<file path="src/rtl/mont_pkg.sv">
// Fixed odd modulus below R/4 and APB register map; MONT_FACTOR is derived at elaboration from P
`default_nettype none

package mont_pkg;

  localparam int WRD_BITS    = 16;
  localparam int NUM_WRDS    = 4;
  localparam int MOD_BITS    = WRD_BITS * NUM_WRDS;
  localparam int MULT_CYCLES = 2;
  // Column sum of NUM_WRDS products of two words with their carry bits, plus headroom
  localparam int MUL_COL_BITS = 2 * (WRD_BITS + 1) + $clog2(NUM_WRDS) + 1;

  localparam logic [MOD_BITS-1:0] P = 64'h2F3B_9A1D_C457_8E6B;

  // Word i carries weight 2^(WRD_BITS*i); bit WRD_BITS is a pending carry into word i+1
  typedef logic [NUM_WRDS-1:0][WRD_BITS:0]   redun0_t;
  typedef logic [2*NUM_WRDS-1:0][WRD_BITS:0] redun1_t;

  typedef enum logic [1:0] {
    FULL,      // Whole double-width product
    LOW,       // Low half only, top carries lost
    FULL_ADD   // Whole product with add term on the high half
  } mul_mode_t;

  localparam logic [7:0] ADDR_CTRL   = 8'h00;
  localparam logic [7:0] ADDR_STATUS = 8'h04;
  localparam logic [7:0] ADDR_ITERS  = 8'h08;
  localparam logic [7:0] ADDR_OP_LO  = 8'h0C;
  localparam logic [7:0] ADDR_OP_HI  = 8'h10;
  localparam logic [7:0] ADDR_RES_LO = 8'h14;
  localparam logic [7:0] ADDR_RES_HI = 8'h18;

  // Newton iteration for P^-1 mod R; each round doubles the number of correct bits
  function automatic logic [MOD_BITS-1:0] calc_mont_factor(input logic [MOD_BITS-1:0] p);
    logic [MOD_BITS-1:0] inv;
    inv = p;  // Already correct to 3 bits for odd p
    for (int i = 0; i < 6; i++) begin
      inv = inv * (MOD_BITS'(2) - p * inv);
    end
    return -inv;
  endfunction

  localparam logic [MOD_BITS-1:0] MONT_FACTOR = calc_mont_factor(P);

  function automatic redun0_t to_redun(input logic [MOD_BITS-1:0] v);
    redun0_t r;
    for (int i = 0; i < NUM_WRDS; i++) begin
      r[i] = {1'b0, v[i*WRD_BITS +: WRD_BITS]};  // Carry bit starts clear
    end
    return r;
  endfunction

endpackage

`default_nettype wire

</file>
<file path="src/rtl/redun_to_canon.sv">
// Input value must be below 2P so that a single subtraction of P gives a canonical result
`default_nettype none
`timescale 1ns/1ps

module redun_to_canon (
  input  logic                          i_clk,
  input  logic                          i_rst,
  input  mont_pkg::redun0_t             i_dat,
  input  logic                          i_val,
  output logic [mont_pkg::MOD_BITS-1:0] o_dat,
  output logic                          o_val
);

  logic [mont_pkg::WRD_BITS+1:0] acc;
  logic [1:0]                    carry;
  logic [mont_pkg::MOD_BITS-1:0] flat;  // Value with all carries resolved
  logic                          ge_p;

  // Ripple the pending carry bits up through the words
  always_comb begin
    carry = '0;
    for (int i = 0; i < mont_pkg::NUM_WRDS; i++) begin
      acc = {1'b0, i_dat[i]} + {{mont_pkg::WRD_BITS{1'b0}}, carry};
      flat[i*mont_pkg::WRD_BITS +: mont_pkg::WRD_BITS] = acc[mont_pkg::WRD_BITS-1:0];
      carry = acc[mont_pkg::WRD_BITS+1:mont_pkg::WRD_BITS];
    end
  end

  assign ge_p = (flat >= mont_pkg::P);

  always_ff @(posedge i_clk) begin
    if (i_val) begin
      o_dat <= ge_p ? flat - mont_pkg::P : flat;
    end
  end

  always_ff @(posedge i_clk) begin
    if (i_rst) o_val <= 1'b0;
    else       o_val <= i_val;
  end

endmodule

`default_nettype wire

</file>
<file path="config.mk">
export PLATFORM = sky130hd
export DESIGN_NAME = redun_to_canon
export DESIGN_NICKNAME = d
export VERILOG_FILES = /design/src/rtl/mont_pkg.sv /design/src/rtl/redun_to_canon.sv
export SDC_FILE = /design/constraint.sdc
export NUM_CORES = 1
export LEC_CHECK = 0
export BUFFER_PORTS_ARGS = -buffer_cell sky130_fd_sc_hd__buf_2
export CORE_MARGIN = 3
export CORE_UTILIZATION = 55
export DETAILED_ROUTE_END_ITERATION = 10
export PLACE_DENSITY = 0.78
export SYNTH_ARGS = -nofsm -noshare
export SYNTH_HDL_FRONTEND = slang
export SYNTH_SLANG_ARGS = --single-unit
</file>
<file path="constraint.sdc">
create_clock -name i_clk -period 15.6 [get_ports i_clk]
set_clock_uncertainty 0.2 [all_clocks]
set_input_delay 3.12 -clock i_clk [delete_from_list [all_inputs] [get_ports i_clk]]
set_output_delay 3.12 -clock i_clk [all_outputs]
set_load 0.01 [all_outputs]
</file>
==> Word-level counts from Yosys, hierarchy flattened <==
Index checks and enable logic that the tools add are counted.
{ "word_totals": {"in_bits": 71, "register_bits": 65, "output_inout_bits": 65, "word_cells": 8} }
{ "op_classes": {"order_cmp": 1, "add_sub_neg": 4, "n_mux": 1} }
{ "ops": {"columns": ["cell", "n"], "rows": [
  ["$ge A64 B62 Y1 const B", 1],
  ["$mux W64", 1],
  ["$sub A64 B62 Y64 const B", 1],
  ["$add A17 B1 Y18", 1],
  ["$add A17 B2 Y18", 1],
  ["$add A16 B2 Y16", 1]
]} }

==> Longest topological paths before layout <==
Gate-level depths: netlist of the first run.
{ "logic_depth": {"ltp_word": 5, "ltp_mapped": 32, "mapped_depth_nobuf": 26} }

==> Worst setup path before layout of the first run <==
No wires, ideal clock.
{ "synth_path": {"path_type": "input port to flip-flop", "startpoint": "input port i_dat[16] in the netlist's numbering", "endpoint": "register o_dat[26] in the netlist's numbering, data pin", "stages": 32, "required_ns": 15.123, "path_buffers": 6, "t_arrival_ns": 8.570, "path_slack_ns": 6.553, "setup_time_ns": 0.277, "cell_sequence": "ha_1 > ha_1 > and4_1 > buf_2 > nand2_1 > nor2_1 > xor2_1 > ha_1 > inv_1 > fa_1 > nand2b_1 > nor2_1 > nand3_1 > xnor2_1 > ha_1 > inv_1 > fa_1 > buf_4 > and4b_1 > buf_2 > and2_0 > clkbuf_1 > nand4_1 > o311ai_1 > o211ai_1 > a31oi_1 > a21oi_4 > or2_1 > buf_4 > buf_8 > nand2_1 > xor2_1"} }
{ "synth_via": {"elab_chain_cells": 5, "elab_cells_between_ends": 6, "cone_classes": "add/sub (4); order compare (1); mux (1)"} }
{ "synth_rtl": {"columns": ["item", "line_no", "text"], "rows": [
  ["from (decl)", "redun_to_canon.sv:8", "input mont_pkg::redun0_t i_dat,"],
  ["$add A17 B1 Y18 *", "redun_to_canon.sv:23", "acc = {1'b0, i_dat[i]} + {{mont_pkg::WRD_BITS{1'b0}}, carry};"],
  ["$add A17 B2 Y18", "redun_to_canon.sv:23", null],
  ["$add A16 B2 Y16", "redun_to_canon.sv:23", null],
  ["$ge A64 B62 Y1", "redun_to_canon.sv:29", "assign ge_p = (flat >= mont_pkg::P);"],
  ["$mux W64 *", "redun_to_canon.sv:33", "o_dat <= ge_p ? flat - mont_pkg::P : flat;"],
  ["to (signal assigned)", "redun_to_canon.sv:33", null],
  ["to (decl)", "redun_to_canon.sv:10", "output logic [mont_pkg::MOD_BITS-1:0] o_dat,"]
]} }
Mark *: on every way between the ends. The rest lies on a longest branch, timed or not.
A chain may end at the register's enable or synchronous reset.

==> Worst setup path after layout of the first run <==
{ "layout_path": {"startpoint": "input port i_dat[16] in the netlist's numbering", "endpoint": "register o_dat[19] in the netlist's numbering, data pin"} }
The elaborated chain is that of the path after synthesis.

==> impl_metrics.ini, run 1 <==
[clock_tree]
clk_pin_slew_ns = 0.08
clk_path_buf_depth = 2
htree_levels = 3
cts_tree = done
cts_made_buffers = 9
root_buffer = clkbuf_8
cts_resized = 0
cts_setup_buffers = 0
postCtsHoldBufs = 0
clock-sinks = 65

[timing]
rsz0062_at_grt = false
report.final.slew_viol_count = 0
setup_viol = 0
final.setup.tns_ns = 0
period_share_pct = 70.88
finalCriticalPeriod_ns = 11.06
fin_hold_ws_ns = 2.712
worst_slack_ns = 4.543
relSlewSlack_pct = 29.77
fmax_ghz = 0.09044
hold_viol_final = 0
worstMarginPinSlew_ns = 1.051

[detailed_routing]
drt.antenna.violating_nets = 0
wl_um = 14430
drt_iter0_drc = 374
via_per_inst = 5.887
routed-via-count = 5128
avgRoutedWirePerCell_um = 16.57
first_pass_iters = 5
drc = 0

[die]
fp.dieH_um = 107.9
num_rows = 36
ios = 136
initial_core_util_pct = 57.58
core_area_mm2 = 0.009910
die_area_mm2 = 0.01163
die_w_um = 107.9

[grt]
grt_util_all_layers_pct = 24.72
grt_pass1_wl_um = 23220
grt_overflow = 0
grt-busiest-layer = met2
grt_max_degree = 66
met1_usage_pct = 33.30
met3_usage_pct = 3.959
grt_pass1_vias = 4849
use_met2_pct = 41.03
antenna_found_initial = 0

[synth]
yosysUniqueCellTypes = 85
syn_inst = 616
ys_seq_elements = 65
synth_area_leaders = edfxtp_1, xnor2_1, xor2_1
synth_enable_flop_cells = 64
synth_top_cell_by_area = edfxtp_1
avgSynthCellArea_um2 = 9.262
ys_seq_area_share_pct = 34.04
yosysWarnings = 0
synth.top_cell.area_share_pct = 33.68
synth-main-ff-cell = edfxtp_1
synthesis.area_mm2 = 0.005705
syn_nets = 696
synth-async-reset-ratio_pct = 0

[placed_design]
place_ws_ns = 4.298
portBuffers = 134
dp_hpwl_um = 10930
place_area_mm2 = 0.006382
gp_congestion = 0.9042

[run_status]
status = complete, no violations

[critical_path]
path_buf_inv = 3
cp_common_cell = ha_1
critPathSlowestCell = or2_1
crit_path_start_kind = input pin
cp_slowest_stage_delay_ns = 0.78
end_kind = flip-flop
critPathRequiredTime_ns = 15.50
critPathKind = in -> reg
worst-path-max-fanout = 19
arrival_ns = 10.95
critPathTopFamily = simple AND/OR/NAND/NOR gates

[power_and_ir_drop]
p_leak_nw = 2.486
p_sw_share_pct = 31.74
p_int_uw = 340.3
power.switching_uw = 158.3
combPwrFrac_pct = 27.6
powerDensity_mw_per_mm2 = 75.93
clkPwrFrac_pct = 27.5
irDropWorstVdd_mv = 0.03618
pwr-share-seq_pct = 44.9

[min_path]
hp-class = in -> reg

[layout]
final_area_mm2 = 0.006566
drive_gt1_share_pct = 27.24
nets = 813
area_delta_synth_final_pct = 15.09
final_common_cell = buf_2
layout_common_cells = buf_2, edfxtp_1, xnor2_1
antennaDiodeCount = 0

[job]
maxCapViolations = 0
==> registers in the layout (all words and copies together) (netlist names) <==
signal  flops
o_val       1
o_dat      64
==> routing by layer <==
metal / share of wire [%] / wire length (um)
met4: 1.7 / 239
met2: 49 / 7021
met1: 43 / 6226
met3: 6.5 / 943
met5: 0 / 0
==> metrics by stage <==
stage | power [mW] | instances | utilization, %
3_3_place_gp | 0.3613 | 855 | 64.41
2_1_floorplan | 0.3133 | 616 | -
4_1_cts | 0.5004 | 871 | 66.26
6_report | 0.4985 | 871 | 66.26
5_1_grt | 0.5222 | 871 | 66.26
3_5_place_dp | 0.3648 | 855 | 64.41
==> path summary, 6_finish.rpt <==
path	startpoint	end	slack [ns]	cells past startpoint
worst min-delay path	i_rst	o_val	2.71	2
worst max-delay path	i_dat[16]	o_dat[19]	4.54	27
==> Yosys cell counts, drive strengths merged (3+ instances only) <==
cell type and instances:
nor3 34, a21boi 3, nand3 30, a31oi 8, xor2 40, nor3b 5, inv 13, nand2 51
o21a 3, o211ai 6, mux2i 7, edfxtp 64, nand4b 4, or2 8, nand2b 7, or3 8
nand4 11, ha 7, nand3b 5, o311ai 3, buf 21, a21o 6, nor2b 9, o21ai 31
xnor2 62, o31ai 8, clkbuf 8, and2 3, nor2 57, and3 15, a2bb2oi 4, nor4 8
a21oi 31
==> final cells by class <==
type | instances | area, um2
clock buffers | 12 | 155.1
multi-input cells | 509 | 3547
repair buffers | 135 | 678.2
flip-flops and latches | 65 | 1942
well taps | 133 | 166.4
clock inverters | 4 | 28.78
inverters | 13 | 48.80
fillers | 837 | 3343
==> power groups by stage <==
| stage | sequential, mW | clock [mW] | combinational (mW) |
|---|---|---|---|
| 2_1_floorplan | 0.240 | 0 | 0.0733 |
| 3_3_place_gp | 0.227 | 0 | 0.134 |
| 3_5_place_dp | 0.228 | 0 | 0.137 |
| 4_1_cts | 0.224 | 0.139 | 0.138 |
| 5_1_grt | 0.226 | 0.146 | 0.151 |
| 6_report | 0.224 | 0.137 | 0.138 |
==> cell families (layout without fill, tap and decap cells) <==
family / after synthesis / in the layout / synth area share, %
XOR/XNOR: 102 / 102 / 15.92
AND/OR/NAND/NOR: 265 / 265 / 26.56
multiplexers: 8 / 8 / 1.425
adder cells (fa/ha/maj): 9 / 9 / 2.237
AO/OA/AOI/OAI: 125 / 125 / 16.03
buffers and inverters: 42 / 164 / 3.794
flip-flops: 65 / 65 / 34.04
Power figures use the tool's default switching activity.
==> run 2: changes to the inputs <==
--- a/config.mk
+++ b/config.mk
@@ -7,9 +7,9 @@
 export LEC_CHECK = 0
 export BUFFER_PORTS_ARGS = -buffer_cell sky130_fd_sc_hd__buf_2
 export CORE_MARGIN = 3
-export CORE_UTILIZATION = 55
+export CORE_UTILIZATION = 50
 export DETAILED_ROUTE_END_ITERATION = 10
-export PLACE_DENSITY = 0.78
+export PLACE_DENSITY = 0.74
 export SYNTH_ARGS = -nofsm -noshare
 export SYNTH_HDL_FRONTEND = slang
 export SYNTH_SLANG_ARGS = --single-unit
==> constraint.sdc (replaced) <==
create_clock -name i_clk -period 8.9 [get_ports i_clk]
set_clock_uncertainty 0.2 [all_clocks]
set_input_delay 1.78 -clock i_clk [delete_from_list [all_inputs] [get_ports i_clk]]
set_output_delay 1.78 -clock i_clk [all_outputs]
set_load 0.01 [all_outputs]
==> impl_metrics.ini, run 2 (synthesis results as in run 1) <==
[run_status]
status = complete, no violations

[timing]
period_share_pct = 90.44
setup_viol = 0
finalCriticalPeriod_ns = 8.049
worstMarginPinSlew_ns = 0.8503
report.final.slew_viol_count = 0
hold_viol_final = 0
rsz0062_at_grt = false
relSlewSlack_pct = 43.31
final.setup.tns_ns = 0
fmax_ghz = 0.1242

[clock_tree]
postCtsHoldBufs = 0
clk_pin_slew_ns = 0.05
cts_made_buffers = 9
root_buffer = clkbuf_16
cts_tree = done
clk_path_buf_depth = 2
cts_resized = 0
clock-sinks = 65
htree_levels = 3
cts_setup_buffers = 0

[grt]
grt_overflow = 0
grt_pass1_wl_um = 23490
grt_pass1_vias = 4964
grt_util_all_layers_pct = 22.40
grt_max_degree = 66
antenna_found_initial = 0

[detailed_routing]
drt.antenna.violating_nets = 0
first_pass_iters = 5
via_per_inst = 5.775
drt_iter0_drc = 381
avgRoutedWirePerCell_um = 15.99
drc = 0
routed-via-count = 5134
wl_um = 14220

[critical_path]
critPathLaunch = i_dat[16]
cp-endpoint = o_dat[61]
arrival_ns = 7.92
cp.depth = 28
critPathSlowestCell = and4b_1
worst-path-max-fanout = 10
path_buf_inv = 4
end_kind = flip-flop
crit_path_start_kind = input pin
critPathTopFamily = simple AND/OR/NAND/NOR gates
critPathRequiredTime_ns = 8.77
cp_common_cell = ha_1
critPathKind = in -> reg
cp_slowest_stage_delay_ns = 0.46

[job]
maxCapViolations = 0

[layout]
finalCoreUtilization_pct = 61.70
top_register = o_dat
area_delta_synth_final_pct = 18.77
top_regs = o_dat (64), o_val (1)
multiInputGateArea_mm2 = 0.003547
antennaDiodeCount = 0
regArea_mm2 = 0.001942
fillCellCount = 969
largest_reg_flops = 64
layout_common_cells = buf_2, edfxtp_1, xnor2_1
final_common_cell = buf_2
drive_gt1_share_pct = 28.17
nets = 826

[die]
ios = 136
fp.dieH_um = 112.8
core_area_mm2 = 0.01098
num_rows = 38
initial_core_util_pct = 51.95
die_w_um = 112.8
die_area_mm2 = 0.01273

[power_and_ir_drop]
p_leak_nw = 2.596
irDropWorstVdd_mv = 0.08539
powerDensity_mw_per_mm2 = 143.6

[min_path]
hp-class = in -> reg

[placed_design]
dp_hpwl_um = 10970
gp_congestion = 0.9229
portBuffers = 134
[run 2: changes by cell type in the layout (fill, tap and decap cells not counted)]
cell,change
clkbuf_8,-11
clkbuf_16,+9
bufinv_16,+1
clkinvlp_4,-1
buf_4,+12
clkinv_1,+1
clkinv_4,-1
buf_12,+1
[run 2: per-layer routing]
layer	GRT usage [%]	vias up	routed length, um
met3	2.888	24	887
met4	8.413	0	310
li1	-	2525	-
met5	0	-	0
met2	38.39	182	6891
met1	28.92	2403	6126
[run 2: through the flow]
step                      hold WS, ns  cell area, um2  instances  power, mW  setup slack, ns
final                           1.405            6777        889     0.9732           0.8508
after global routing            1.408            6777        889      1.018           0.3049
after detailed placement        1.739            6501        875     0.6429           0.5687
after floorplan                 1.652            5705        616     0.5492            1.193
after CTS                       1.396            6777        889     0.9823           0.8745
after global placement          1.735            6501        875     0.6371           0.6968
[run 2: how the worst min path moves through the flow]
stage | slack [ns] | cells past startpoint | startpoint | to
after global placement | 1.73 | 2 | i_rst | o_val
after global routing | 1.41 | 2 | i_rst | o_val
after CTS | 1.40 | 2 | i_rst | o_val
after detailed placement | 1.74 | 2 | i_rst | o_val
final | 1.41 | 2 | i_rst | o_val
after floorplan | 1.65 | 1 | i_rst | o_val
[run 2: report_power, final]
group	switching (mW)	internal [mW]
Sequential	0.00784	0.384
Combinational	0.145	0.0995
Clock	0.125	0.212
[run 2: cell type report]
cell class | instances | area share [%]
Sequential cell | 65 | 28.66
Timing Repair Buffer | 148 | 11.63
Tap cell | 140 | 2.585
Clock inverter | 4 | 0.6832
Multi-Input combinational cell | 509 | 52.34
Inverter | 13 | 0.7201
Clock buffer | 10 | 3.379
