<file path="src/rtl/mont_pkg.sv">
// Fixed odd modulus below R/4 and APB register map; MONT_FACTOR is derived at elaboration from P
`default_nettype none

package mont_pkg;

  localparam int WRD_BITS    = 16;
  localparam int NUM_WRDS    = 4;
  localparam int MOD_BITS    = WRD_BITS * NUM_WRDS;
  localparam int MULT_CYCLES = 2;
  // Column sum of NUM_WRDS products of two words with their carry bits, plus headroom
  localparam int MUL_COL_BITS = 2 * (WRD_BITS + 1) + $clog2(NUM_WRDS) + 1;

  localparam logic [MOD_BITS-1:0] P = 64'h2F3B_9A1D_C457_8E6B;

  // Word i carries weight 2^(WRD_BITS*i); bit WRD_BITS is a pending carry into word i+1
  typedef logic [NUM_WRDS-1:0][WRD_BITS:0]   redun0_t;
  typedef logic [2*NUM_WRDS-1:0][WRD_BITS:0] redun1_t;

  typedef enum logic [1:0] {
    FULL,      // Whole double-width product
    LOW,       // Low half only, top carries lost
    FULL_ADD   // Whole product with add term on the high half
  } mul_mode_t;

  localparam logic [7:0] ADDR_CTRL   = 8'h00;
  localparam logic [7:0] ADDR_STATUS = 8'h04;
  localparam logic [7:0] ADDR_ITERS  = 8'h08;
  localparam logic [7:0] ADDR_OP_LO  = 8'h0C;
  localparam logic [7:0] ADDR_OP_HI  = 8'h10;
  localparam logic [7:0] ADDR_RES_LO = 8'h14;
  localparam logic [7:0] ADDR_RES_HI = 8'h18;

  // Newton iteration for P^-1 mod R; each round doubles the number of correct bits
  function automatic logic [MOD_BITS-1:0] calc_mont_factor(input logic [MOD_BITS-1:0] p);
    logic [MOD_BITS-1:0] inv;
    inv = p;  // Already correct to 3 bits for odd p
    for (int i = 0; i < 6; i++) begin
      inv = inv * (MOD_BITS'(2) - p * inv);
    end
    return -inv;
  endfunction

  localparam logic [MOD_BITS-1:0] MONT_FACTOR = calc_mont_factor(P);

  function automatic redun0_t to_redun(input logic [MOD_BITS-1:0] v);
    redun0_t r;
    for (int i = 0; i < NUM_WRDS; i++) begin
      r[i] = {1'b0, v[i*WRD_BITS +: WRD_BITS]};  // Carry bit starts clear
    end
    return r;
  endfunction

endpackage

`default_nettype wire

</file>
<file path="src/rtl/mont_apb_regs.sv">
// APB3 slave with no wait states; start is ignored while busy and ITERS of 0 runs one squaring
`default_nettype none
`timescale 1ns/1ps

module mont_apb_regs (
  input  logic                          i_clk,
  input  logic                          i_rst,
  input  logic                          i_psel,
  input  logic                          i_penable,
  input  logic                          i_pwrite,
  input  logic [7:0]                    i_paddr,
  input  logic [31:0]                   i_pwdata,
  output logic [31:0]                   o_prdata,
  output logic                          o_pready,
  output logic                          o_pslverr,
  output mont_pkg::redun0_t             o_sq,
  output logic                          o_sq_val,
  output logic                          o_stop,
  input  mont_pkg::redun0_t             i_mul,
  input  logic                          i_mul_val,
  output mont_pkg::redun0_t             o_canon_in,
  output logic                          o_canon_val,
  input  logic [mont_pkg::MOD_BITS-1:0] i_canon,
  input  logic                          i_canon_val,
  output logic                          o_irq
);

  logic                          access;
  logic                          wr_en;
  logic                          addr_hit;
  logic                          start;
  logic                          last_val;
  logic [15:0]                   iters_q;
  logic [15:0]                   iters_eff;
  logic [15:0]                   cnt_q;    // Engine results seen this run
  logic                          busy_q;
  logic                          done_q;
  logic [mont_pkg::MOD_BITS-1:0] op_q;
  logic [mont_pkg::MOD_BITS-1:0] res_q;
  mont_pkg::redun0_t             canon_in_q;

  assign access    = i_psel && i_penable;
  assign wr_en     = access && i_pwrite;
  assign start     = wr_en && i_paddr == mont_pkg::ADDR_CTRL && i_pwdata[0] && !busy_q;
  assign iters_eff = (iters_q == 16'd0) ? 16'd1 : iters_q;
  assign last_val  = busy_q && i_mul_val && cnt_q == iters_eff - 16'd1;

  always_comb begin
    o_prdata = '0;
    addr_hit = 1'b1;
    case (i_paddr)
      mont_pkg::ADDR_CTRL:   o_prdata = '0;  // Start is a write-only pulse
      mont_pkg::ADDR_STATUS: o_prdata = {30'd0, done_q, busy_q};
      mont_pkg::ADDR_ITERS:  o_prdata = {16'd0, iters_q};
      mont_pkg::ADDR_OP_LO:  o_prdata = op_q[31:0];
      mont_pkg::ADDR_OP_HI:  o_prdata = op_q[63:32];
      mont_pkg::ADDR_RES_LO: o_prdata = res_q[31:0];
      mont_pkg::ADDR_RES_HI: o_prdata = res_q[63:32];
      default:               addr_hit = 1'b0;
    endcase
  end

  assign o_pready  = access;
  assign o_pslverr = access && !addr_hit;

  always_ff @(posedge i_clk) begin
    if (i_rst) begin
      iters_q     <= '0;
      cnt_q       <= '0;
      busy_q      <= 1'b0;
      done_q      <= 1'b0;
      o_sq_val    <= 1'b0;
      o_stop      <= 1'b0;
      o_canon_val <= 1'b0;
    end else begin
      o_sq_val    <= start;
      o_stop      <= last_val;
      o_canon_val <= last_val;
      if (wr_en && i_paddr == mont_pkg::ADDR_ITERS) iters_q <= i_pwdata[15:0];
      if (start) begin
        busy_q <= 1'b1;
        done_q <= 1'b0;
        cnt_q  <= '0;
      end else if (busy_q && i_mul_val && !last_val) begin
        cnt_q <= cnt_q + 16'd1;
      end
      if (i_canon_val) begin
        busy_q <= 1'b0;
        done_q <= 1'b1;
      end
    end
  end

  always_ff @(posedge i_clk) begin
    if (wr_en && i_paddr == mont_pkg::ADDR_OP_LO) op_q[31:0]  <= i_pwdata;
    if (wr_en && i_paddr == mont_pkg::ADDR_OP_HI) op_q[63:32] <= i_pwdata;
    if (last_val)    canon_in_q <= i_mul;  // Final engine result only
    if (i_canon_val) res_q      <= i_canon;
  end

  assign o_sq       = mont_pkg::to_redun(op_q);
  assign o_canon_in = canon_in_q;
  assign o_irq      = done_q;

endmodule

`default_nettype wire

</file>
<file path="config.mk">
export PLATFORM = sky130hd
export DESIGN_NAME = mont_apb_regs
export DESIGN_NICKNAME = d
export VERILOG_FILES = /design/src/rtl/mont_pkg.sv /design/src/rtl/mont_apb_regs.sv
export SDC_FILE = /design/constraint.sdc
export NUM_CORES = 1
export LEC_CHECK = 0
export BUFFER_PORTS_ARGS = -buffer_cell sky130_fd_sc_hd__buf_2
export CORE_UTILIZATION = 48
export CTS_CLUSTER_DIAMETER = 200
export CTS_CLUSTER_SIZE = 12
export DETAILED_ROUTE_END_ITERATION = 7
export GPL_ROUTABILITY_DRIVEN = 0
export GPL_TIMING_DRIVEN = 1
export PLACE_DENSITY_LB_ADDON = 0.3
export SLEW_MARGIN = 20
export SYNTH_ARGS = -nofsm -noshare
export SYNTH_HDL_FRONTEND = slang
export SYNTH_SLANG_ARGS = --single-unit
</file>
<file path="constraint.sdc">
create_clock -name i_clk -period 8.4 [get_ports i_clk]
set_input_delay 1.68 -clock i_clk [delete_from_list [all_inputs] [get_ports i_clk]]
set_output_delay 1.68 -clock i_clk [all_outputs]
set_load 0.02 [all_outputs]
</file>
# Word level (Yosys, flattened, before mapping)

Index checks and enable logic that the tools add are counted.

Flip-flop bits (word level): 232
Input port bits: 179
Output and inout bits: 174
Logic and storage cells: 48

Add/subtract/negate cells: 2
Eq/ne operators: 7
Muxes and demuxes: 5
Reductions and logical operators: 21

Operators with widths:

| kind                  | number |
|---|---|
| $pmux 32 s6           | 1 |
| $eq 8x5->1 const B    | 3 |
| $add 16x1->16 const B | 1 |
| $eq 16x16->1          | 1 |
| $eq 8x4->1 const B    | 2 |
| $logic_not 16->1      | 1 |
| $mux 16               | 1 |
| $sub 16x1->16 const B | 1 |
| $logic_and 1x1->1     | 12 |
| $eq 8x3->1 const B    | 1 |
| $logic_not 8->1       | 1 |
| $reduce_or 7->1       | 1 |
| $reduce_or 2->1       | 2 |
| $logic_not 1->1       | 3 |
| $mux 1                | 3 |
| $reduce_bool 2->1     | 1 |

# Depth between registers and ports, before layout

Gate-level depths: netlist (run 1).

Depth after elaboration: 7
Depth in mapped cells: 16
Depth with buffers taken out: 12

# Worst setup path before layout (run 1)

OpenSTA, ideal clock, no wires.

Path kind: reg2reg
Start point: register iters_q[11]
End point: register canon_in_q, in the netlist o_canon_in[0], enable pin
Arrival time: 5.587 ns
Data required time: 7.905 ns
Setup slack: 2.318 ns
Cell stages (with the launch flop): 14
Path buffers: 2
Cells stage by stage: dfxtp_1 > buf_2 > nor4_1 > and4_1 > a21oi_1 > ha_1 > or3b_2 > clkbuf_1 > nor3_2 > nor4b_1 > a311oi_2 > nor3b_1 > nand4b_1 > nor2_1

Cells in the longest elaborated chain, start to end: 5

RTL lines:

| element                  | RTL line            | RTL |
|---|---|---|
| start: declaration       | mont_apb_regs.sv:33 | `logic [15:0] iters_q;` |
| start signal: assignment | mont_apb_regs.sv:79 | `if (wr_en && i_paddr == mont_pkg::ADDR_ITERS) iters_q <= i_pwdata[15:0];` |
| $logic_not 16->1         | mont_apb_regs.sv:45 | `assign iters_eff = (iters_q == 16'd0) ? 16'd1 : iters_q;` |
| $mux 16 *                | mont_apb_regs.sv:45 |  |
| $sub 16x1->16 *          | mont_apb_regs.sv:46 | `assign last_val = busy_q && i_mul_val && cnt_q == iters_eff - 16'd1;` |
| $eq 16x16->1 *           | mont_apb_regs.sv:46 |  |
| $logic_and 1x1->1 *      | mont_apb_regs.sv:46 |  |
| via last_val             | mont_apb_regs.sv:32 | `logic last_val;` |
| end signal: assignment   | mont_apb_regs.sv:97 | `if (last_val) canon_in_q <= i_mul;` |
| end: declaration         | mont_apb_regs.sv:40 | `mont_pkg::redun0_t canon_in_q;` |

Mark *: on every way through the listed nets, which the timed path passes. The rest lies on a longest branch.
A chain may end at the register's enable or synchronous reset.

# Worst setup path after layout (run 1)

Start point: input i_paddr[5]
End point: output o_prdata[9]

Cells in the longest elaborated chain, start to end: 2
Elaborated cells on any way between the ends: 7
Those cells by class: eq/ne (6); mux (1)

RTL lines:

| element                            | RTL line            | RTL |
|---|---|---|
| start: declaration                 | mont_apb_regs.sv:11 | `input logic [7:0] i_paddr,` |
| $eq 8x5->1 (tied with other cells) | mont_apb_regs.sv:51 | `case (i_paddr)` |
| $pmux 32 s6 *                      | mont_apb_regs.sv:51 |  |
| end: declaration                   | mont_apb_regs.sv:13 | `output logic [31:0] o_prdata,` |

Every way passes the cells marked *; elsewhere a longest branch is shown, timed or not.

==> flow_summary_export.csv, run 1 <==
group,metric,value,unit
global_route,grt_overflow,0,
clock_network,cts_hold_buf,0,
worst_setup_path,crit_family,"simple AND/OR/NAND/NOR gates",
routing,num_vias,6610,
global_route,grt_pass1_vias,6544,
worst_setup_path,crit_buf_inv,2,
worst_setup_path,critPathLaunchType,"primary input",
sta,finClkSkew,0.0189,ns
worst_setup_path,r2r_cells,12,
routing,drt_wl_total,24800,µm
routing,drt_pass1_iterations,8,
routing,drt_iter0_drc,359,
worst_setup_path,path_common_cell,"nand2_1",
logic_synthesis,synthTopCellsByCount,"edfxtp_1, dfxtp_1, nand2_1, mux2i_1, nor2_1",
logic_synthesis,synth.avg_cell_area,14.8,µm²
worst_setup_path,endpoint_kind,"primary output",
logic_synthesis,ys_types,54,
sta,fmax,0.175,GHz
worst_setup_path,path_cells,"buf_2 -> nor3_1 -> nand2_1 -> nor2_1 -> nand2_1 -> nor2_1 -> a222oi_1 -> nand2_1 -> buf_2",
logic_synthesis,synth_edf_count,196,
min_path,hold_depth,2,
worst_setup_path,required,6.72,ns
floorplanning,die-area,0.0194,mm²
sta,period_share,68.0,%
sta,tightest_slew,1.08,ns
logic_synthesis,synthTopCellsByArea,"edfxtp_1, dfxtp_1, mux2i_1, a22oi_1, o21ai_0",
logic_synthesis,yosysSeqAreaShare,73.1,%
clock_network,cts_tree,"done",
logic_synthesis,synth_seq_cells,232,
clock_network,clock-sinks,232,
floorplanning,row_count,49,
clock_network,cts_resized,0,
power,cellLeakagePower,4.75,nW
worst_setup_path,cp_slowest_stage_delay,0.63,ns
sta,rsz0062_at_grt,"false",
floorplanning,core,0.0182,mm²
worst_setup_path,crit_arrival,4.03,ns
worst_setup_path,r2r_start,"iters_q[4]$_SDFFE_PP0P_",
sta,slew_headroom,28.1,%
routing,drtAntennaViolNets,0,
min_path,min_path_type,"register to register",
sta,setup-violations-final,0,
power,powerDensity,198,mW/mm²
global_route,grt_pass1_wl,37100,µm
logic_synthesis,yosysMostFrequentCell,"edfxtp_1",
routing,via_per_inst,5.50,
finish,final_area,0.0116,mm²
power,ir_drop,201,µV
logic_synthesis,yosysWarnings,0,
finish,fin_nets,1135,
status,status,"finished with violations",
sta,fin_setup_tns,0,ns
logic_synthesis,yosysTopAreaCell,"edfxtp_1",
clock_network,cts_root_buf,"clkbuf_16",
min_path,worstHoldStart,"cnt_q[15]$_SDFFE_PP0P_",
status,violations,"design-rule violations",
routing,drc,13,
worst_setup_path,r2r_end,"o_canon_in[36]$_DFFE_PP_",
clock_network,cts.reportedPaths.clkPinSlew,0.06,ns
sta,drv_slew,0,
min_path,min_to,"cnt_q[15]$_SDFFE_PP0P_",
worst_setup_path,ff2ff_setup_slack,4.06,ns
routing,wire_per_inst,20.7,µm
clock_network,htree_levels,1,
logic_synthesis,syn_area,0.00904,mm²
logic_synthesis,synth_ff_type,"edfxtp_1",
worst_setup_path,cpMaxStageDelayCell,"nor2_1",
worst_setup_path,worstPathMaxFanout,20,
global_route,track_usage,25.3,%
clock_network,clk_latency,0.53,ns
clock_network,cts_buffer_depth,3,
worst_setup_path,crit_type,"primary input to primary output",
global_route,antenna_found_initial,4,
sta,fin_crit,5.71,ns
flow_run,drv_cap,0,
finish,fill_cells,1359,
placement,portBuffers,348,
placement,dp_hpwl,18200,µm
floorplanning,start_util,49.6,%
floorplanning,ioPinCount,353,
global_route,grt_max_degree,69,
clock_network,cts_buffers,23,
logic_synthesis,syn_inst,612,
clock_network,cts_setup_buffers,0,
placement,placed_cell_area,0.0109,mm²
sta,hold_viol_final,0,
logic_synthesis,synth.top_cell.area_share,65.1,%
logic_synthesis,async_flop_share,0,%
floorplanning,die_h,139,µm
finish,final_layout_size_suffix_gt1_share,40.4,%
finish,area_growth,28.6,%
floorplanning,die_w,139,µm
-- final cells by class --
class	instances	area (µm²)	share of cell area, %
Antenna cell	3	7.51	0.0646
Clock buffer	39	636	5.47
Clock inverter	2	28.8	0.248
Inverter	5	18.8	0.161
Multi-Input combinational cell	338	2250	19.4
Sequential cell	232	6610	56.8
Tap cell	229	287	2.47
Timing Repair Buffer	354	1790	15.4
-- worst min-delay path: stages, from the launching register on --
cell,delay [ns]
dfxtp_1,0.32
o21ai_0,0.07
a21oi_1,0.06
-- sequential cells by signal, indices dropped and copies added, names as in the netlist --
register and flops:
iters_q 16, o_irq 1, busy_q 1, o_sq_val 1
cnt_q 16, o_canon_val 1, op_q 64, res_q 64
o_canon_in 68
-- worst max-delay path by stage --
stage	end	slack [ns]	depth (start not counted)	start
after global routing	o_prdata[9]	2.52	9	i_paddr[5]
after CTS	o_prdata[14]	2.50	10	i_paddr[5]
final	o_prdata[9]	2.69	9	i_paddr[5]
after detailed placement	o_prdata[14]	2.52	10	i_paddr[5]
after floorplan	o_canon_in[0]$_DFFE_PP_	2.32	13	iters_q[11]$_SDFFE_PP0P_
after global placement	o_prdata[2]	2.68	10	i_paddr[5]
-- through the flow --
stage / setup WS (ns) / total power, mW / instances / hold WS, ns / utilization (%)
after floorplan: 2.32 / 1.33 / 615 / 0.464 / -
after global placement: 2.68 / 1.39 / 1158 / 0.484 / 60.1
after detailed placement: 2.52 / 1.39 / 1158 / 0.496 / 60.1
after CTS: 2.50 / 2.32 / 1199 / 0.505 / 63.8
after global routing: 2.52 / 2.36 / 1202 / 0.530 / 63.8
final: 2.69 / 2.30 / 1202 / 0.500 / 63.8
-- kinds of logic after synthesis --
| group | after synthesis | share of synthesized area (%) |
|---|---|---|
| flip-flops | 232 | 73.1 |
| AND/OR/NAND/NOR | 152 | 8.92 |
| AO/OA/AOI/OAI | 126 | 9.55 |
| buffers and inverters | 45 | 2.38 |
| multiplexers | 35 | 3.89 |
| XOR/XNOR | 19 | 1.84 |
| adder cells (fa/ha/maj) | 2 | 0.277 |
| other | 1 | 0.0415 |
-- layout by cell type, fill, tap and decap left out, types with 4 or more instances in the layout --
master     instances
xnor2_1           11
a22o_1            12
mux2i_1           34
clkbuf_16         23
a22oi_1           31
o211ai_1           9
o21ai_0           30
inv_1              5
xor2_1             8
nor3_1             9
nand3_1           16
conb_1             4
nand4_1            5
dfxtp_1           36
nand2_1           36
buf_4              6
or4_1             13
clkbuf_1          16
nor2_1            31
buf_2            348
or3_1              9
o31ai_1            6
edfxtp_1         196
a211oi_1           4
a21oi_1           18
-- routing by layer --
layer	wire length, µm	vias up	global-route usage, %
met3	2130	62	7.47
met4	975	0	11.1
li1	-	3065	-
met2	12600	343	44.7
met1	9100	3140	28.4
met5	0	-	0
-- power breakdown --
part,total [mW],internal (mW),leakage (nW),switching [mW]
clock network,0.931,0.518,0.317,0.413
logic,0.0819,0.0381,2.33,0.0438
registers,1.29,1.28,2.10,0.00953
No activity file was read; power rests on OpenSTA's default activity.
==> inputs of run 2 (changes only) <==
- ABC_AREA: default -> 1
- clock period: 8.4 -> 5.3 ns (I/O delays scaled with it)
==> flow_summary_export.csv, run 2 <==
group,metric,value,unit
finish,layout_commonest_cell,"buf_2",
logic_synthesis,ys_types,40,
global_route,grt_overflow,0,
clock_network,clock-sinks,232,
global_route,antenna_found_initial,5,
clock_network,cts_buffers,23,
clock_network,cts_root_buf,"clkbuf_16",
power,p_seq_share,55.7,%
finish,area_growth,29.4,%
worst_setup_path,crit_type,"primary input to primary output",
worst_setup_path,crit_family,"buffers and inverters",
sta,period_share,75.1,%
finish,fin_nets,1306,
clock_network,cts_hold_buf,0,
logic_synthesis,synthTopCellsByArea,"edfxtp_1, dfxtp_1, nand2_1, nand3_1, inv_1",
min_path,min_path_type,"register to register",
clock_network,cts_resized,0,
placement,portBuffers,348,
finish,largest_reg_flops,68,
worst_setup_path,crit_arrival,2.92,ns
worst_setup_path,ff2ff_setup_slack,1.71,ns
floorplanning,die_w,142,µm
routing,dr_wl_met2,13900,µm
routing,drt_pass1_iterations,5,
routing,via_per_inst,5.29,
sta,tightest_slew,0.947,ns
routing,maxUsedRoutingLayer,"met5",
worst_setup_path,cp_slowest_stage_delay,0.42,ns
logic_synthesis,yosysSeqAreaShare,70.6,%
routing,drt_wl_total,27400,µm
worst_setup_path,r2r_start,"iters_q[10]$_SDFFE_PP0P_",
power,finalPower,3.66,mW
worst_setup_path,path_cells,"buf_2 -> nor2_1 -> nand2_1 -> inv_1 -> a221oi_1 -> nand2_1 -> buf_2",
routing,drtAntennaViolNets,0,
logic_synthesis,synth_ff_type,"edfxtp_1",
worst_setup_path,required,4.24,ns
finish,final_layout_size_suffix_gt1_share,38.7,%
clock_network,cts_tree,"done",
routing,wire_per_inst,19.6,µm
global_route,grt_max_degree,67,
routing,num_vias,7416,
power,powerDensity,302,mW/mm²
floorplanning,start_util,49.5,%
status,status,"finished clean",
worst_setup_path,endpoint_kind,"primary output",
power,p_comb_share,3.7,%
floorplanning,row_count,50,
finish,final_area,0.0121,mm²
sta,rsz0062_at_grt,"false",
placement,placed_cell_area,0.0114,mm²
placement,dp_hpwl,20800,µm
finish,fill_cells,1524,
logic_synthesis,synthTopCellsByCount,"edfxtp_1, nand2_1, nand3_1, inv_1, nor2_1",
placement,pre_cts_ws,1.33,ns
logic_synthesis,yosysMostFrequentCell,"edfxtp_1",
logic_synthesis,synth_seq_cells,232,
sta,hold_viol_final,0,
sta,slew_headroom,36.3,%
sta,fin_crit,3.98,ns
clock_network,cts_buffer_depth,3,
logic_synthesis,synth.top_cell.area_share,62.9,%
worst_setup_path,crit_path_end,"o_prdata[4]",
worst_setup_path,cpMaxStageDelayCell,"nand2_1",
logic_synthesis,async_flop_share,0,%
sta,fin_setup_tns,0,ns
floorplanning,core,0.0189,mm²
floorplanning,die-area,0.0201,mm²
sta,fmax,0.251,GHz
clock_network,cts_setup_buffers,0,
clock_network,cts.reportedPaths.clkPinSlew,0.06,ns
routing,wl_met3,2460,µm
sta,setup-violations-final,0,
global_route,track_usage,27.1,%
routing,wl_met1,9950,µm
floorplanning,die_h,142,µm
power,switching_share,20.7,%
power,p_clk_share,40.6,%
power,p_int,2.90,mW
logic_synthesis,yosysTopAreaCell,"edfxtp_1",
worst_setup_path,cp_num_cells,7,
logic_synthesis,syn_inst,764,
clock_network,clk_latency,0.52,ns
floorplanning,ioPinCount,353,
routing,drt_iter0_drc,534,
flow_run,drv_cap,0,
global_route,grt_pass1_vias,7186,
logic_synthesis,yosysWarnings,0,
power,p_sw,759,µW
worst_setup_path,r2r_cells,18,
global_route,grt_pass1_wl,40700,µm
power,cellLeakagePower,4.96,nW
worst_setup_path,crit_buf_inv,3,
logic_synthesis,synth.avg_cell_area,12.3,µm²
sta,setup_slack,1.32,ns
logic_synthesis,synth_edf_count,196,
logic_synthesis,syn_area,0.00936,mm²
worst_setup_path,crit_start,"i_paddr[2]",
worst_setup_path,critPathLaunchType,"primary input",
worst_setup_path,worstPathMaxFanout,27,
power,ir_drop,278,µV
worst_setup_path,r2r_end,"o_canon_in[25]$_DFFE_PP_",
sta,drv_slew,0,
clock_network,htree_levels,1,
routing,drc,0,
sta,finClkSkew,0.0144,ns
finish,mostFrequentLayoutCells,"buf_2, edfxtp_1, nand2_1",
## run 2: power groups by stage
| stage | Combinational [mW] | Sequential (mW) | Clock [mW] |
|---|---|---|---|
| finish | 0.137 | 2.04 | 1.49 |
| global placement | 0.133 | 2.07 | 0 |
| detailed placement | 0.137 | 2.07 | 0 |
| global route | 0.149 | 2.04 | 1.57 |
| CTS | 0.137 | 2.04 | 1.51 |
| floorplan | 0.0410 | 2.07 | 0 |
## run 2: routing by layer
layer / up-vias / global-route usage, %
met5: - / 0
met4: 8 / 10.1
met3: 77 / 7.15
met2: 393 / 47.9
met1: 3505 / 31.6
li1: 3433 / -
## run 2: worst register-to-register path, delay by kind of cell (launching register included)
kind	cells	cell delay (ns)
AO/OA/AOI/OAI	1	0.20
flip-flops	1	0.49
AND/OR/NAND/NOR	14	1.79
adder cells (fa/ha/maj)	1	0.27
buffers and inverters	2	0.43
## run 2: kinds of logic after synthesis
group	Yosys count	synth area share (%)
flops	232	70.6
other cells	1	0.0401
compound gates	80	5.40
xor+xnor	26	2.43
simple gates	338	17.4
buf+inv	85	3.84
fa+ha+maj	2	0.267
## run 2: metrics by stage
stage                     std cells  utilization [%]  hold WS [ns]
final                          1402             64.1         0.503
after global routing           1401             64.1         0.526
after CTS                      1401             64.1         0.500
after detailed placement       1360             60.6         0.491
after global placement         1360             60.6         0.482
after floorplan                 767                -         0.468
## run 2: cell type report
type                    instances  area, µm²  area share [%]
diodes                          1       2.50          0.0207
clock buffers                  39        636            5.25
clock inverters                 2       28.8           0.238
inverters                      55        209            1.72
multi-input cells             450       2440            20.1
flip-flops and latches        232       6610            54.5
well taps                     260        325            2.69
repair buffers                363       1870            15.4
## run 2: worst min-delay path by stage
stage	start	end	cells after the start
6_report	cnt_q[6]$_SDFFE_PP0P_	cnt_q[6]$_SDFFE_PP0P_	2
5_1_grt	cnt_q[6]$_SDFFE_PP0P_	cnt_q[6]$_SDFFE_PP0P_	2
4_1_cts	cnt_q[6]$_SDFFE_PP0P_	cnt_q[6]$_SDFFE_PP0P_	2
3_5_place_dp	cnt_q[6]$_SDFFE_PP0P_	cnt_q[6]$_SDFFE_PP0P_	2
3_3_place_gp	cnt_q[6]$_SDFFE_PP0P_	cnt_q[6]$_SDFFE_PP0P_	2
2_1_floorplan	cnt_q[6]$_SDFFE_PP0P_	cnt_q[6]$_SDFFE_PP0P_	2
